`src/include/cache_defs.svh`:
```
`ifndef CACHE_DEFS_SVH
`define CACHE_DEFS_SVH

// byte address width on the processor side
`define CACHE_ADDR_W 32

// one cache line holds one word of this width
`define CACHE_DATA_W 32

// set index width, 16 sets
`define CACHE_SET_BITS 4

// associativity
// fixed at four, the two-bit age encoding relies on it
`define CACHE_WAYS 4

// tag is what remains above set index and byte offset
`define CACHE_TAG_W (`CACHE_ADDR_W - `CACHE_SET_BITS - 2)

`endif

```
`src/source/cache_pkg.sv`:
```
`default_nettype none

package cache_pkg;

	`include "cache_defs.svh"

	// byte address as seen by the cache
	typedef struct packed {
		logic [`CACHE_TAG_W-1:0]    tag;
		logic [`CACHE_SET_BITS-1:0] set_idx;
		// byte within the word, ignored for lookup
		logic [1:0]                 offset;
	} cache_addr_t;

	// way number inside a set
	typedef logic [1:0] way_t;

	// lru age, 3 is youngest and 0 is next to go
	typedef logic [1:0] age_t;

	// tag store answer for the addressed set
	typedef struct packed {
		logic hit;
		way_t hit_way;
		way_t victim_way;
	} lookup_t;

	// memory side request
	// held stable from valid until ack
	typedef struct packed {
		logic                     valid;
		logic                     we;
		// word address, byte address shifted down by two
		logic [`CACHE_ADDR_W-1:0] addr;
		logic [`CACHE_DATA_W-1:0] wdata;
	} mem_req_t;

	// memory side answer
	typedef struct packed {
		logic                     ack;
		logic [`CACHE_DATA_W-1:0] rdata;
	} mem_rsp_t;

	// controller states
	typedef enum logic [2:0] {
		IDLE,
		LOOKUP,
		MEM_READ,
		MEM_WRITE,
		READ_RESP,
		WRITE_RESP
	} ctrl_state_e;

	// tag store update for one way
	typedef enum logic [1:0] {
		NONE,
		TOUCH,
		FILL
	} tag_op_e;

endpackage

`default_nettype wire

```
`src/source/cache_controller.sv`:
```
`default_nettype none

`include "cache_defs.svh"

module cache_controller
	import cache_pkg::*;
(
	input  wire                                      clk_i,
	input  wire                                      rst_n_i,
	// axi4-lite write address
	input  wire                                      awvalid_i,
	output logic                                     awready_o,
	input  wire  [`CACHE_ADDR_W-1:0]                 awaddr_i,
	// axi4-lite write data
	input  wire                                      wvalid_i,
	output logic                                     wready_o,
	input  wire  [`CACHE_DATA_W-1:0]                 wdata_i,
	input  wire  [`CACHE_DATA_W/8-1:0]               wstrb_i,
	// axi4-lite write response
	output logic                                     bvalid_o,
	input  wire                                      bready_i,
	output logic [1:0]                               bresp_o,
	// axi4-lite read address
	input  wire                                      arvalid_i,
	output logic                                     arready_o,
	input  wire  [`CACHE_ADDR_W-1:0]                 araddr_i,
	// axi4-lite read data
	output logic                                     rvalid_o,
	input  wire                                      rready_i,
	output logic [`CACHE_DATA_W-1:0]                 rdata_o,
	output logic [1:0]                               rresp_o,
	// store side
	output cache_addr_t                              addr_o,
	input  lookup_t                                  lookup_i,
	input  wire  [`CACHE_WAYS-1:0][`CACHE_DATA_W-1:0] way_data_i,
	output tag_op_e                                  tag_op_o,
	output way_t                                     tag_way_o,
	output logic                                     data_we_o,
	output way_t                                     data_way_o,
	output logic [`CACHE_DATA_W-1:0]                 data_wdata_o,
	// memory port
	output mem_req_t                                 mem_req_o,
	input  mem_rsp_t                                 mem_rsp_i
);

	ctrl_state_e              state_q;
	ctrl_state_e              state_d;
	// low in reset, then follows the idle state
	logic                     ready_q;
	// 1 for a write request, 0 for a read
	logic                     write_q;
	cache_addr_t              addr_q;
	logic [`CACHE_DATA_W-1:0] wdata_q;
	logic [`CACHE_DATA_W-1:0] rdata_q;
	logic                     ar_hs;
	logic                     aw_hs;

	// read wins over write
	// aw and w only taken as a pair
	assign arready_o = ready_q;
	assign awready_o = ready_q && awvalid_i && wvalid_i && !arvalid_i;
	assign wready_o  = awready_o;

	assign ar_hs = arvalid_i && arready_o;
	assign aw_hs = awvalid_i && awready_o;

	// responses held until taken
	assign rvalid_o = (state_q == READ_RESP);
	assign bvalid_o = (state_q == WRITE_RESP);
	assign rdata_o  = rdata_q;
	// always okay
	assign rresp_o  = 2'b00;
	assign bresp_o  = 2'b00;

	assign addr_o = addr_q;

	// next state
	always_comb begin
		state_d = state_q;
		case (state_q)
			IDLE: begin
				if (ar_hs || aw_hs) begin
					state_d = LOOKUP;
				end
			end
			// single cycle for the stores to answer
			LOOKUP: begin
				if (write_q) begin
					state_d = MEM_WRITE;
				end else if (lookup_i.hit) begin
					state_d = READ_RESP;
				end else begin
					state_d = MEM_READ;
				end
			end
			MEM_READ: begin
				if (mem_rsp_i.ack) begin
					state_d = READ_RESP;
				end
			end
			MEM_WRITE: begin
				if (mem_rsp_i.ack) begin
					state_d = WRITE_RESP;
				end
			end
			READ_RESP: begin
				if (rready_i) begin
					state_d = IDLE;
				end
			end
			WRITE_RESP: begin
				if (bready_i) begin
					state_d = IDLE;
				end
			end
			default: begin
				state_d = IDLE;
			end
		endcase
	end

	// store updates
	// read hit touches at the end of lookup, miss fills on the ack edge
	always_comb begin
		tag_op_o     = NONE;
		tag_way_o    = lookup_i.hit_way;
		data_we_o    = 1'b0;
		data_way_o   = lookup_i.hit_way;
		data_wdata_o = wdata_q;
		if (state_q == LOOKUP && !write_q && lookup_i.hit) begin
			tag_op_o = TOUCH;
		end else if (state_q == MEM_READ && mem_rsp_i.ack) begin
			// victim way stays put while the set is unchanged
			tag_op_o     = FILL;
			tag_way_o    = lookup_i.victim_way;
			data_we_o    = 1'b1;
			data_way_o   = lookup_i.victim_way;
			data_wdata_o = mem_rsp_i.rdata;
		end else if (state_q == MEM_WRITE && mem_rsp_i.ack && lookup_i.hit) begin
			// write hit keeps the cached copy in step with memory
			tag_op_o  = TOUCH;
			data_we_o = 1'b1;
		end
	end

	// memory request straight from state and held registers
	always_comb begin
		mem_req_o.valid = (state_q == MEM_READ) || (state_q == MEM_WRITE);
		mem_req_o.we    = (state_q == MEM_WRITE);
		mem_req_o.addr  = {2'b00, addr_q.tag, addr_q.set_idx};
		mem_req_o.wdata = wdata_q;
	end

	// control state
	always_ff @(posedge clk_i or negedge rst_n_i) begin
		if (!rst_n_i) begin
			state_q <= IDLE;
			ready_q <= 1'b0;
			write_q <= 1'b0;
		end else begin
			state_q <= state_d;
			ready_q <= (state_d == IDLE);
			if (ar_hs) begin
				write_q <= 1'b0;
			end else if (aw_hs) begin
				write_q <= 1'b1;
			end
		end
	end

	// request payload and read result
	// partial strobes still write the whole word
	always_ff @(posedge clk_i) begin
		if (ar_hs) begin
			addr_q <= cache_addr_t'(araddr_i);
		end else if (aw_hs) begin
			addr_q  <= cache_addr_t'(awaddr_i);
			wdata_q <= wdata_i;
		end
		if (state_q == LOOKUP && !write_q && lookup_i.hit) begin
			rdata_q <= way_data_i[lookup_i.hit_way];
		end else if (state_q == MEM_READ && mem_rsp_i.ack) begin
			rdata_q <= mem_rsp_i.rdata;
		end
	end

endmodule

`default_nettype wire

```
`src/source/cache_data_store.sv`:
```
`default_nettype none

`include "cache_defs.svh"

module cache_data_store
	import cache_pkg::*;
(
	input  wire                                      clk_i,
	input  cache_addr_t                              addr_i,
	input  wire                                      we_i,
	input  way_t                                     we_way_i,
	input  wire  [`CACHE_DATA_W-1:0]                 wdata_i,
	output logic [`CACHE_WAYS-1:0][`CACHE_DATA_W-1:0] rdata_o
);

	localparam int SETS = 1 << `CACHE_SET_BITS;

	// one word per set and way
	logic [`CACHE_DATA_W-1:0] mem_q [SETS][`CACHE_WAYS];

	// all four ways of the set come out together
	// the controller picks one with the hit way
	always_comb begin
		for (int w = 0; w < `CACHE_WAYS; w++) begin
			rdata_o[w] = mem_q[addr_i.set_idx][w];
		end
	end

	// single way written per edge
	// fill data on a read miss, store data on a write hit
	always_ff @(posedge clk_i) begin
		if (we_i) begin
			mem_q[addr_i.set_idx][we_way_i] <= wdata_i;
		end
	end

endmodule

`default_nettype wire

```
`src/source/cache_tag_store.sv`:
```
`default_nettype none

`include "cache_defs.svh"

module cache_tag_store
	import cache_pkg::*;
(
	input  wire         clk_i,
	input  wire         rst_n_i,
	input  cache_addr_t addr_i,
	input  tag_op_e     op_i,
	input  way_t        op_way_i,
	output lookup_t     lookup_o
);

	localparam int SETS = 1 << `CACHE_SET_BITS;

	// tag per set and way, payload only
	logic [`CACHE_TAG_W-1:0] tag_q [SETS][`CACHE_WAYS];
	// one valid bit per way, packed per set
	logic [`CACHE_WAYS-1:0]  valid_q [SETS];
	// ages of a set always form a permutation of 0..3
	age_t                    age_q [SETS][`CACHE_WAYS];

	// per-way tag match in the addressed set
	logic [`CACHE_WAYS-1:0]  match;
	// ages of the addressed set after the pending update
	age_t                    age_next [`CACHE_WAYS];

	// hit detection and victim choice
	always_comb begin
		lookup_o = '0;
		for (int w = 0; w < `CACHE_WAYS; w++) begin
			match[w] = valid_q[addr_i.set_idx][w] &&
				(tag_q[addr_i.set_idx][w] == addr_i.tag);
		end
		lookup_o.hit = |match;
		for (int w = 0; w < `CACHE_WAYS; w++) begin
			// at most one way matches
			if (match[w]) begin
				lookup_o.hit_way = way_t'(w);
			end
		end
		// oldest way by default
		for (int w = 0; w < `CACHE_WAYS; w++) begin
			if (age_q[addr_i.set_idx][w] == '0) begin
				lookup_o.victim_way = way_t'(w);
			end
		end
		// any invalid way wins, lowest number last so it takes priority
		for (int w = `CACHE_WAYS - 1; w >= 0; w--) begin
			if (!valid_q[addr_i.set_idx][w]) begin
				lookup_o.victim_way = way_t'(w);
			end
		end
	end

	// touched way becomes youngest, older ones step down
	always_comb begin
		for (int w = 0; w < `CACHE_WAYS; w++) begin
			if (way_t'(w) == op_way_i) begin
				age_next[w] = '1;
			end else if (age_q[addr_i.set_idx][w] > age_q[addr_i.set_idx][op_way_i]) begin
				age_next[w] = age_q[addr_i.set_idx][w] - 1'b1;
			end else begin
				age_next[w] = age_q[addr_i.set_idx][w];
			end
		end
	end

	// valid bits and ages
	always_ff @(posedge clk_i or negedge rst_n_i) begin
		if (!rst_n_i) begin
			for (int s = 0; s < SETS; s++) begin
				valid_q[s] <= '0;
				// age starts at the way number
				for (int w = 0; w < `CACHE_WAYS; w++) begin
					age_q[s][w] <= age_t'(w);
				end
			end
		end else if (op_i != NONE) begin
			for (int w = 0; w < `CACHE_WAYS; w++) begin
				age_q[addr_i.set_idx][w] <= age_next[w];
			end
			if (op_i == FILL) begin
				valid_q[addr_i.set_idx][op_way_i] <= 1'b1;
			end
		end
	end

	// new tag only on a fill
	always_ff @(posedge clk_i) begin
		if (op_i == FILL) begin
			tag_q[addr_i.set_idx][op_way_i] <= addr_i.tag;
		end
	end

endmodule

`default_nettype wire

```
`src/source/cache_top.sv`:
```
`default_nettype none

`include "cache_defs.svh"

module cache_top
	import cache_pkg::*;
(
	input  wire                        clk_i,
	input  wire                        rst_n_i,
	// axi4-lite slave
	input  wire                        awvalid_i,
	output logic                       awready_o,
	input  wire  [`CACHE_ADDR_W-1:0]   awaddr_i,
	input  wire                        wvalid_i,
	output logic                       wready_o,
	input  wire  [`CACHE_DATA_W-1:0]   wdata_i,
	input  wire  [`CACHE_DATA_W/8-1:0] wstrb_i,
	output logic                       bvalid_o,
	input  wire                        bready_i,
	output logic [1:0]                 bresp_o,
	input  wire                        arvalid_i,
	output logic                       arready_o,
	input  wire  [`CACHE_ADDR_W-1:0]   araddr_i,
	output logic                       rvalid_o,
	input  wire                        rready_i,
	output logic [`CACHE_DATA_W-1:0]   rdata_o,
	output logic [1:0]                 rresp_o,
	// memory port
	output mem_req_t                   mem_req_o,
	input  mem_rsp_t                   mem_rsp_i
);

	// registered request address, shared by both stores
	cache_addr_t                              addr;
	lookup_t                                  lookup;
	// all ways of the addressed set
	logic [`CACHE_WAYS-1:0][`CACHE_DATA_W-1:0] way_data;
	tag_op_e                                  tag_op;
	way_t                                     tag_way;
	logic                                     data_we;
	way_t                                     data_way;
	logic [`CACHE_DATA_W-1:0]                 data_wdata;

	// tags, valid bits and ages
	cache_tag_store u_tag_store (
		.clk_i    (clk_i),
		.rst_n_i  (rst_n_i),
		.addr_i   (addr),
		.op_i     (tag_op),
		.op_way_i (tag_way),
		.lookup_o (lookup)
	);

	// word storage, read side by side with the tags
	cache_data_store u_data_store (
		.clk_i    (clk_i),
		.addr_i   (addr),
		.we_i     (data_we),
		.we_way_i (data_way),
		.wdata_i  (data_wdata),
		.rdata_o  (way_data)
	);

	// axi slave fsm, merges both store results
	cache_controller u_controller (
		.clk_i        (clk_i),
		.rst_n_i      (rst_n_i),
		.awvalid_i    (awvalid_i),
		.awready_o    (awready_o),
		.awaddr_i     (awaddr_i),
		.wvalid_i     (wvalid_i),
		.wready_o     (wready_o),
		.wdata_i      (wdata_i),
		.wstrb_i      (wstrb_i),
		.bvalid_o     (bvalid_o),
		.bready_i     (bready_i),
		.bresp_o      (bresp_o),
		.arvalid_i    (arvalid_i),
		.arready_o    (arready_o),
		.araddr_i     (araddr_i),
		.rvalid_o     (rvalid_o),
		.rready_i     (rready_i),
		.rdata_o      (rdata_o),
		.rresp_o      (rresp_o),
		.addr_o       (addr),
		.lookup_i     (lookup),
		.way_data_i   (way_data),
		.tag_op_o     (tag_op),
		.tag_way_o    (tag_way),
		.data_we_o    (data_we),
		.data_way_o   (data_way),
		.data_wdata_o (data_wdata),
		.mem_req_o    (mem_req_o),
		.mem_rsp_i    (mem_rsp_i)
	);

endmodule

`default_nettype wire

```
`config.mk`:
```
export PLATFORM = sky130hd
export DESIGN_NAME = cache_top
export DESIGN_NICKNAME = d
export VERILOG_FILES = /design/src/source/cache_pkg.sv /design/src/source/cache_controller.sv /design/src/source/cache_data_store.sv /design/src/source/cache_tag_store.sv /design/src/source/cache_top.sv
export VERILOG_INCLUDE_DIRS = /design/src /design/src/include
export SDC_FILE = /design/constraint.sdc
export NUM_CORES = 2
export LEC_CHECK = 0
export ABC_AREA = 0
export BUFFER_PORTS_ARGS = -buffer_cell sky130_fd_sc_hd__buf_2
export CAP_MARGIN = 20
export CORE_MARGIN = 2
export CORE_UTILIZATION = 25
export CTS_CLUSTER_SIZE = 16
export DETAILED_ROUTE_END_ITERATION = 6
export PLACE_DENSITY = 0.5
export SLEW_MARGIN = 10
export SYNTH_ARGS = -nofsm -noshare
export SYNTH_HDL_FRONTEND = slang
export SYNTH_SLANG_ARGS = --single-unit
```
`constraint.sdc`:
```
create_clock -name clk_i -period 6.56 [get_ports clk_i]
set_input_delay 0.328 -clock clk_i [delete_from_list [all_inputs] [get_ports clk_i]]
set_output_delay 0.328 -clock clk_i [all_outputs]
set_load 0.01 [all_outputs]
```
======== Word level (Yosys, flattened, before mapping) ========
Memories as Yosys holds them, arrays and structs flattened. A register that Yosys moved wholly into a read port is not among the register bits.
Index checks and enable logic that the tools add are counted.
word-level totals
  register bits ........................... 291
  memory bits (writable) .................. 3712
  input bits .............................. 140
  output and inout bits ................... 107
  word-level logic and storage cells ...... 233
  memories kept ........................... 2
cells by class
  add/sub/neg operators ................... 4
  magnitude comparators ................... 11
  equality and inequality tests ........... 13
  mux-type cells .......................... 79
  bitwise operators ....................... 4
  reductions and logical operators ........ 33
memories
  memory              depth  bits a word  rd ports  clocked after memory_dff  write ports  line                    text
  u_data_store.mem_q  16     128          1         1                         1            cache_data_store.sv:19  logic [`CACHE_DATA_W-1:0] mem_q [SETS][`CACHE_WAYS];
  u_tag_store.tag_q   16     104          1         1                         1            cache_tag_store.sv:19   logic [`CACHE_TAG_W-1:0] tag_q [SETS][`CACHE_WAYS];
operators by type and width
  operator             number
  $bwmux 128           4
  $mux 32              8
  $demux 8 s4          4
  $mux 128             1
  $eq 26x26->1         4
  $mux 104             1
  $bmux 32 s2          1
  $demux 32 s2         1
  $or 64x64->64        1
  $demux 26 s2         1
  $mux 2               23
  $bmux 8 s4           1
  $mux 26              1
  $mux 4               6
  $mux 8               3
  $mux 3               7
  $pmux 3 s6           1
  $logic_and 1x1->1    17
  $bmux 4 s4           1
  $demux 4 s4          1
  $mux 1               11
  $gt 2x2->1           4
  $logic_not 2->1      4
  $sub 2x1->2 const B  4
  other kinds (24)     34

======== Depth between registers and ports, before layout ========
  depth after elaboration ................. 25
  depth in mapped cells ................... 26
  gate-level depth less buffers ........... 17

======== Modules after synthesis ========
Synthesis repeated with hierarchy kept, for this count alone.
unflattened totals
  cells, all modules ...................... 7531
  area total of the unflattened synthesis .. 157528.6 um^2
modules (own cells, without submodules)
  module            instances  cells an instance  area an instance (um^2)  sequential area each (um^2)
  cache_data_store  1          3216               77050.1                  61499.0
  cache_tag_store   1          3992               74971.9                  54852.6
  cache_controller  1          323                5506.5                   3007.9

======== Worst setup path after synthesis ========
OpenSTA, ideal clock, no wires.
  kind .................................... register -> register
  from .................................... register u_controller.addr_q (netlist bit u_controller.addr_o[2])
  to ...................................... memory u_data_store.mem_q[1][64] (netlist name), enable pin
  setup time .............................. 0.421 ns
  data arrival time ....................... 6.430 ns
  required time ........................... 6.139 ns
  slack ................................... -0.292 ns
  stages on the path, launching flop included .. 21
  buffers on the path ..................... 8
  clock period less this slack ............ 6.852 ns
  cell sequence ........................... edfxtp_1 -> buf_2 -> buf_2 -> buf_2 -> buf_2 -> buf_1 -> mux4_2 -> mux4_2 -> inv_1 -> ha_1 -> nor2b_1 -> o31ai_1 -> nand2_1 -> nand2_1 -> or3_1 -> clkbuf_1 -> o21a_1 -> nand2b_1 -> clkbuf_1 -> clkbuf_1 -> nor2_1
between the ends
  cells in the longest elaborated chain, start to end .. 20
  elaborated cells between the ends (all ways) .. 40
  those cells by class .................... order compare: 2; mux: 25; bitwise: 2; reduce/logical: 11
ends and longest elaborated chain
  item                                                                   line                                                                 text
  from (decl)                                                            cache_controller.sv:52                                               cache_addr_t addr_q;
  from (signal assigned)                                                 cache_controller.sv:175                                              addr_q <= cache_addr_t'(araddr_i);
  from (signal assigned)                                                 cache_controller.sv:177                                              addr_q <= cache_addr_t'(awaddr_i);
  $not 4->5 (not written as such)                                        cache_tag_store.sv:34, cache_tag_store.sv:46, cache_tag_store.sv:52
  $bmux 8 s4                                                             --
  $mux 8 (not written as such) (2 in a row)                              cache_tag_store.sv:46                                                if (age_q[addr_i.set_idx][w] == '0) begin
  $logic_not 2->1                                                        cache_tag_store.sv:46
  $mux 1                                                                 cache_tag_store.sv:46
  $mux 2 (2 in a row)                                                    cache_tag_store.sv:46
  $mux 2 (4 in a row)                                                    cache_tag_store.sv:52                                                if (!valid_q[addr_i.set_idx][w]) begin
  $mux 2                                                                 cache_controller.sv:132                                              end else if (state_q == MEM_READ && mem_rsp_i.ack) begin
  $mux 2                                                                 cache_controller.sv:130                                              if (state_q == LOOKUP && !write_q && lookup_i.hit) begin
  $not 2->3 (not written as such)                                        cache_data_store.sv:33                                               mem_q[addr_i.set_idx][we_way_i] <= wdata_i;
  $ge 3x3->1 (not written as such) / $lt 3x1->1 (equally long branches)  cache_data_store.sv:33
  $logic_and 1x1->1 (not written as such)                                cache_data_store.sv:33
  $mux 32 (not written as such)                                          cache_data_store.sv:33
  $demux 32 s2                                                           cache_data_store.sv:33
  $mux 128 (not written as such)                                         cache_data_store.sv:33
  to (decl)                                                              cache_data_store.sv:19
Parallel ways exist; a longest one is shown, timed or not. The select of a mux whose other input is x is not followed.

==> flow_metrics.py <==
metrics = {
    "global_routing": {
        "antenna_found_initial": 30,
        "grt_max_degree": 146,
        "grt_pass1_wl_mm": 652,
        "grt_pass1_vias": 83800,
        "gr-usage-all-layers_pct": 14.2,
        "grt_overflow_total": 0,
    },
    "clock_network": {
        "clock_latency_ns": 1.04,
        "cts_buffer_depth": 4,
        "clkTransAtPathRegs_ns": 0.06,
        "numCtsBuffers": 425,
        "htree_levels": 5,
        "cts-root-buf": "clkbuf_16",
        "clock_sinks": 4007,
        "cts_tree": "built",
    },
    "sta": {
        "fin_crit_ns": 6.24,
        "relSlewSlack_pct": 16.7,
        "fmax_ghz": 0.160,
        "rsz0062_at_grt": "no",
        "timing.hold.ws_ns": 0.138,
        "slew_viol_final": 0,
        "period_share_pct": 95.2,
        "fin_worst_skew_ns": 0.0955,
        "worstMarginPinSlew_ns": 1.25,
        "fin_ws_ns": 0.316,
        "hold_viol_final": 0,
        "setup_violations": 0,
    },
    "yosys": {
        "syn_area_um2": 158000,
        "synth_warnings": 0,
        "syn_avg_cell_area_um2": 21.0,
        "yosys.area.top_type_share_pct": 72.3,
        "ys.flop_type": "edfxtp_1",
        "ys_top_cells_by_area": "edfxtp_1 (72%), mux4_2 (14%), dfrtp_1 (2.1%)",
        "yosysTopAreaCell": "edfxtp_1",
        "postSynthCellCount": 7534,
        "yosysMostFrequentCell": "edfxtp_1",
        "synth_cell_type_count": 102,
        "synth_edf_count": 3806,
        "ys_ff_latch": 4007,
        "ys_seq_area_share_pct": 75.5,
        "async_flop_share_pct": 4.92,
        "synth_top_cells_by_count": "edfxtp_1 (3806), mux4_2 (959), nand2_1 (369)",
    },
    "worst_setup_path": {
        "crit_fanout": 49,
        "path_buf_inv": 5,
        "cp_data_required_time_ns": 7.14,
        "crit_chain": "buf_12 -> nor2b_2 -> buf_4 -> and2_1 -> o21ai_0 -> a31o_2 -> a21oi_1 -> o21ai_0 -> nor4_4 -> o21a_2 -> clkbuf_8 -> nand3_1 -> a21oi_1 -> nand2_1 -> buf_4 -> nor2_4 -> buf_4",
        "cp_num_cells": 17,
        "cpPeakStageDelay_ns": 0.66,
        "crit_arrival_ns": 6.83,
        "worst_path_max_delay_cell": "dfxtp_4",
        "critPathCaptureType": "register",
        "setup.worst_path.class": "reg2reg",
        "cp_top_family": "buffers and inverters",
        "start_kind": "register",
        "ff2ff_path_depth": 17,
        "cpMostUsedCell": "buf_4",
    },
    "place": {
        "dpl_worst_slack_ns": -0.331,
        "routabilityCongestion": 0.784,
        "port_buffers": 232,
        "dpl.hpwl_mm": 272,
    },
    "power_and_ir_drop": {
        "clockPowerShare_pct": 32.3,
        "power.internal_mw": 51.0,
        "peakVddDrop_mv": 0.327,
        "combPwrFrac_pct": 25.9,
        "p_sw_mw": 21.9,
        "seq_power_share_pct": 41.7,
        "p_leak_nw": 60.3,
        "powerDensity_nw_per_um2": 385,
        "swShare_pct": 30.0,
    },
    "floorplan": {
        "die-area_um2": 639000,
        "die_h_um": 799,
        "die_w_um": 799,
        "rows": 292,
        "core_um2": 631000,
        "start_util_pct": 25.0,
        "io_pins": 247,
    },
    "worst_hold_path": {
        "hp-class": "in2reg",
        "min_path_cells": 3,
    },
    "drt": {
        "wl_per_cell_um": 27.3,
        "ant_nets": 0,
        "via_count": 80700,
        "routed_wl_mm": 470,
        "via_per_inst": 4.69,
        "drt_iter0_drc": 8960,
        "drc": 0,
        "dr.pass1.iters": 6,
    },
    "flow_run": {
        "maxCapViolations": 0,
    },
    "final_layout": {
        "utilization_pct": 30.0,
        "drive_above_1_share_pct": 32.4,
        "area_growth_pct": 19.8,
        "fin_nets": 8602,
    },
    "run_status": {
        "status": "complete, no violations",
    },
}
## power groups by stage
stage / Combinational [mW] / Clock [mW] / Sequential [mW]
after floorplan: 11.6 / 0 / 31.1
after global placement: 18.6 / 0 / 30.9
after detailed placement: 18.8 / 0 / 31.0
after CTS: 19.0 / 24.0 / 30.4
after global routing: 20.0 / 25.0 / 30.5
final: 18.9 / 23.6 / 30.4
## state kept, by name, indices dropped and copies added, names as in the netlist, 3 cells and up, named ones only
signal / flops
u_controller.addr_o: 30
u_controller.state_q: 3
u_tag_store.tag_q: 1664
u_controller.wdata_q: 32
u_controller.rdata_o: 32
u_data_store.mem_q: 2048
u_tag_store.age_q: 128
u_tag_store.valid_q: 64
## path summary, 6_finish.rpt
path	startpoint	to	slack, ns
min	awaddr_i[6]	u_controller.addr_o[6]$_DFFE_PN_	0.14
max reg2reg	register	u_tag_store.tag_q[6][98]$_DFFE_PP_	0.32
min reg2reg	u_tag_store.valid_q[36]$_DFFE_PN0P_	u_tag_store.valid_q[36]$_DFFE_PN0P_	0.46
max	register	u_tag_store.tag_q[6][98]$_DFFE_PP_	0.32
min in group asynchronous	rst_n_i	u_tag_store.age_q[98]$_DFFE_PN0P_	0.16
max in group asynchronous	rst_n_i	u_controller.arready_o$_DFF_PN0_	4.76
## metrics by stage
| stage | cells | power, mW | TNS (ns) | area (µm²) |
|---|---|---|---|---|
| after floorplan | 7539 | 42.6 | -224.32 | 158000 |
| after global placement | 16200 | 49.5 | -15.72 | 174000 |
| after detailed placement | 16200 | 49.8 | -10.86 | 174000 |
| after CTS | 17200 | 73.5 | 0 | 189000 |
| after global routing | 17200 | 75.5 | 0 | 189000 |
| final | 17200 | 72.9 | 0 | 189000 |
## logic make-up (layout without fill, tap and decap cells)
group                      after synthesis  after routing  share of synthesized area (%)
AOI/OAI and AO/OA                      525            525                           2.25
xor gates and xnor gates               112            112                          0.630
adders and majority gates               11             11                         0.0823
buffers and inverters                  459           1732                           1.53
DFF                                   4007           4007                           75.5
muxes                                 1487           1487                           17.2
other                                    1             21                        0.00237
and+or+nand+nor                        932            932                           2.80
## placed cells by master (no fill, tap or decap), drive strengths merged, types with 48 or more instances in the layout
cell type    Yosys  layout
edfxtp        3806    3806
mux4           959     959
buf            255     746
clkbuf         169     554
nand2          370     370
mux2i          322     322
nor2           244     244
mux2           206     206
clkinv           4     167
dlygate4sd3      0     166
dfrtp          133     133
o21ai          100     100
xnor2           81      81
a22oi           75      75
a31oi           74      74
a21oi           69      69
or2             67      67
dfstp           64      64
nand3           61      61
inv             31      48
## layer usage
layer | up-vias | global-route usage, % | routed length, µm
met5 | - | 0 | 10
met4 | 2 | 3.18 | 11500
met3 | 635 | 2.30 | 30900
met2 | 2926 | 23.7 | 226000
met1 | 44100 | 19.6 | 202000
li1 | 33100 | - | -
## tightest hold or removal path: stages
cell and delay [ns]:
buf_2 0.08, mux2_2 0.13, dlygate4sd3_1 0.53
## repair_timing
action                                  4_1_cts  5_1_grt
setup buffers                                 4        9
resized for setup                             1        4
pin swaps                                     3        2
endpoints found under the hold margin       237        0
hold buffers                                166        0
endpoints found under the setup margin       73      120
## final cells by class
class                      count  area, µm²
fill                       61100     442000
sequential                  4007     119000
multi-input combinational   3073      37500
clock buffer                 553      11300
tap                         8379      10500
timing repair buffer         913       8330
clock inverter               231       2240
inverter                      35        148
antenna                       15       37.5
(Power assumes the default switching activity.)
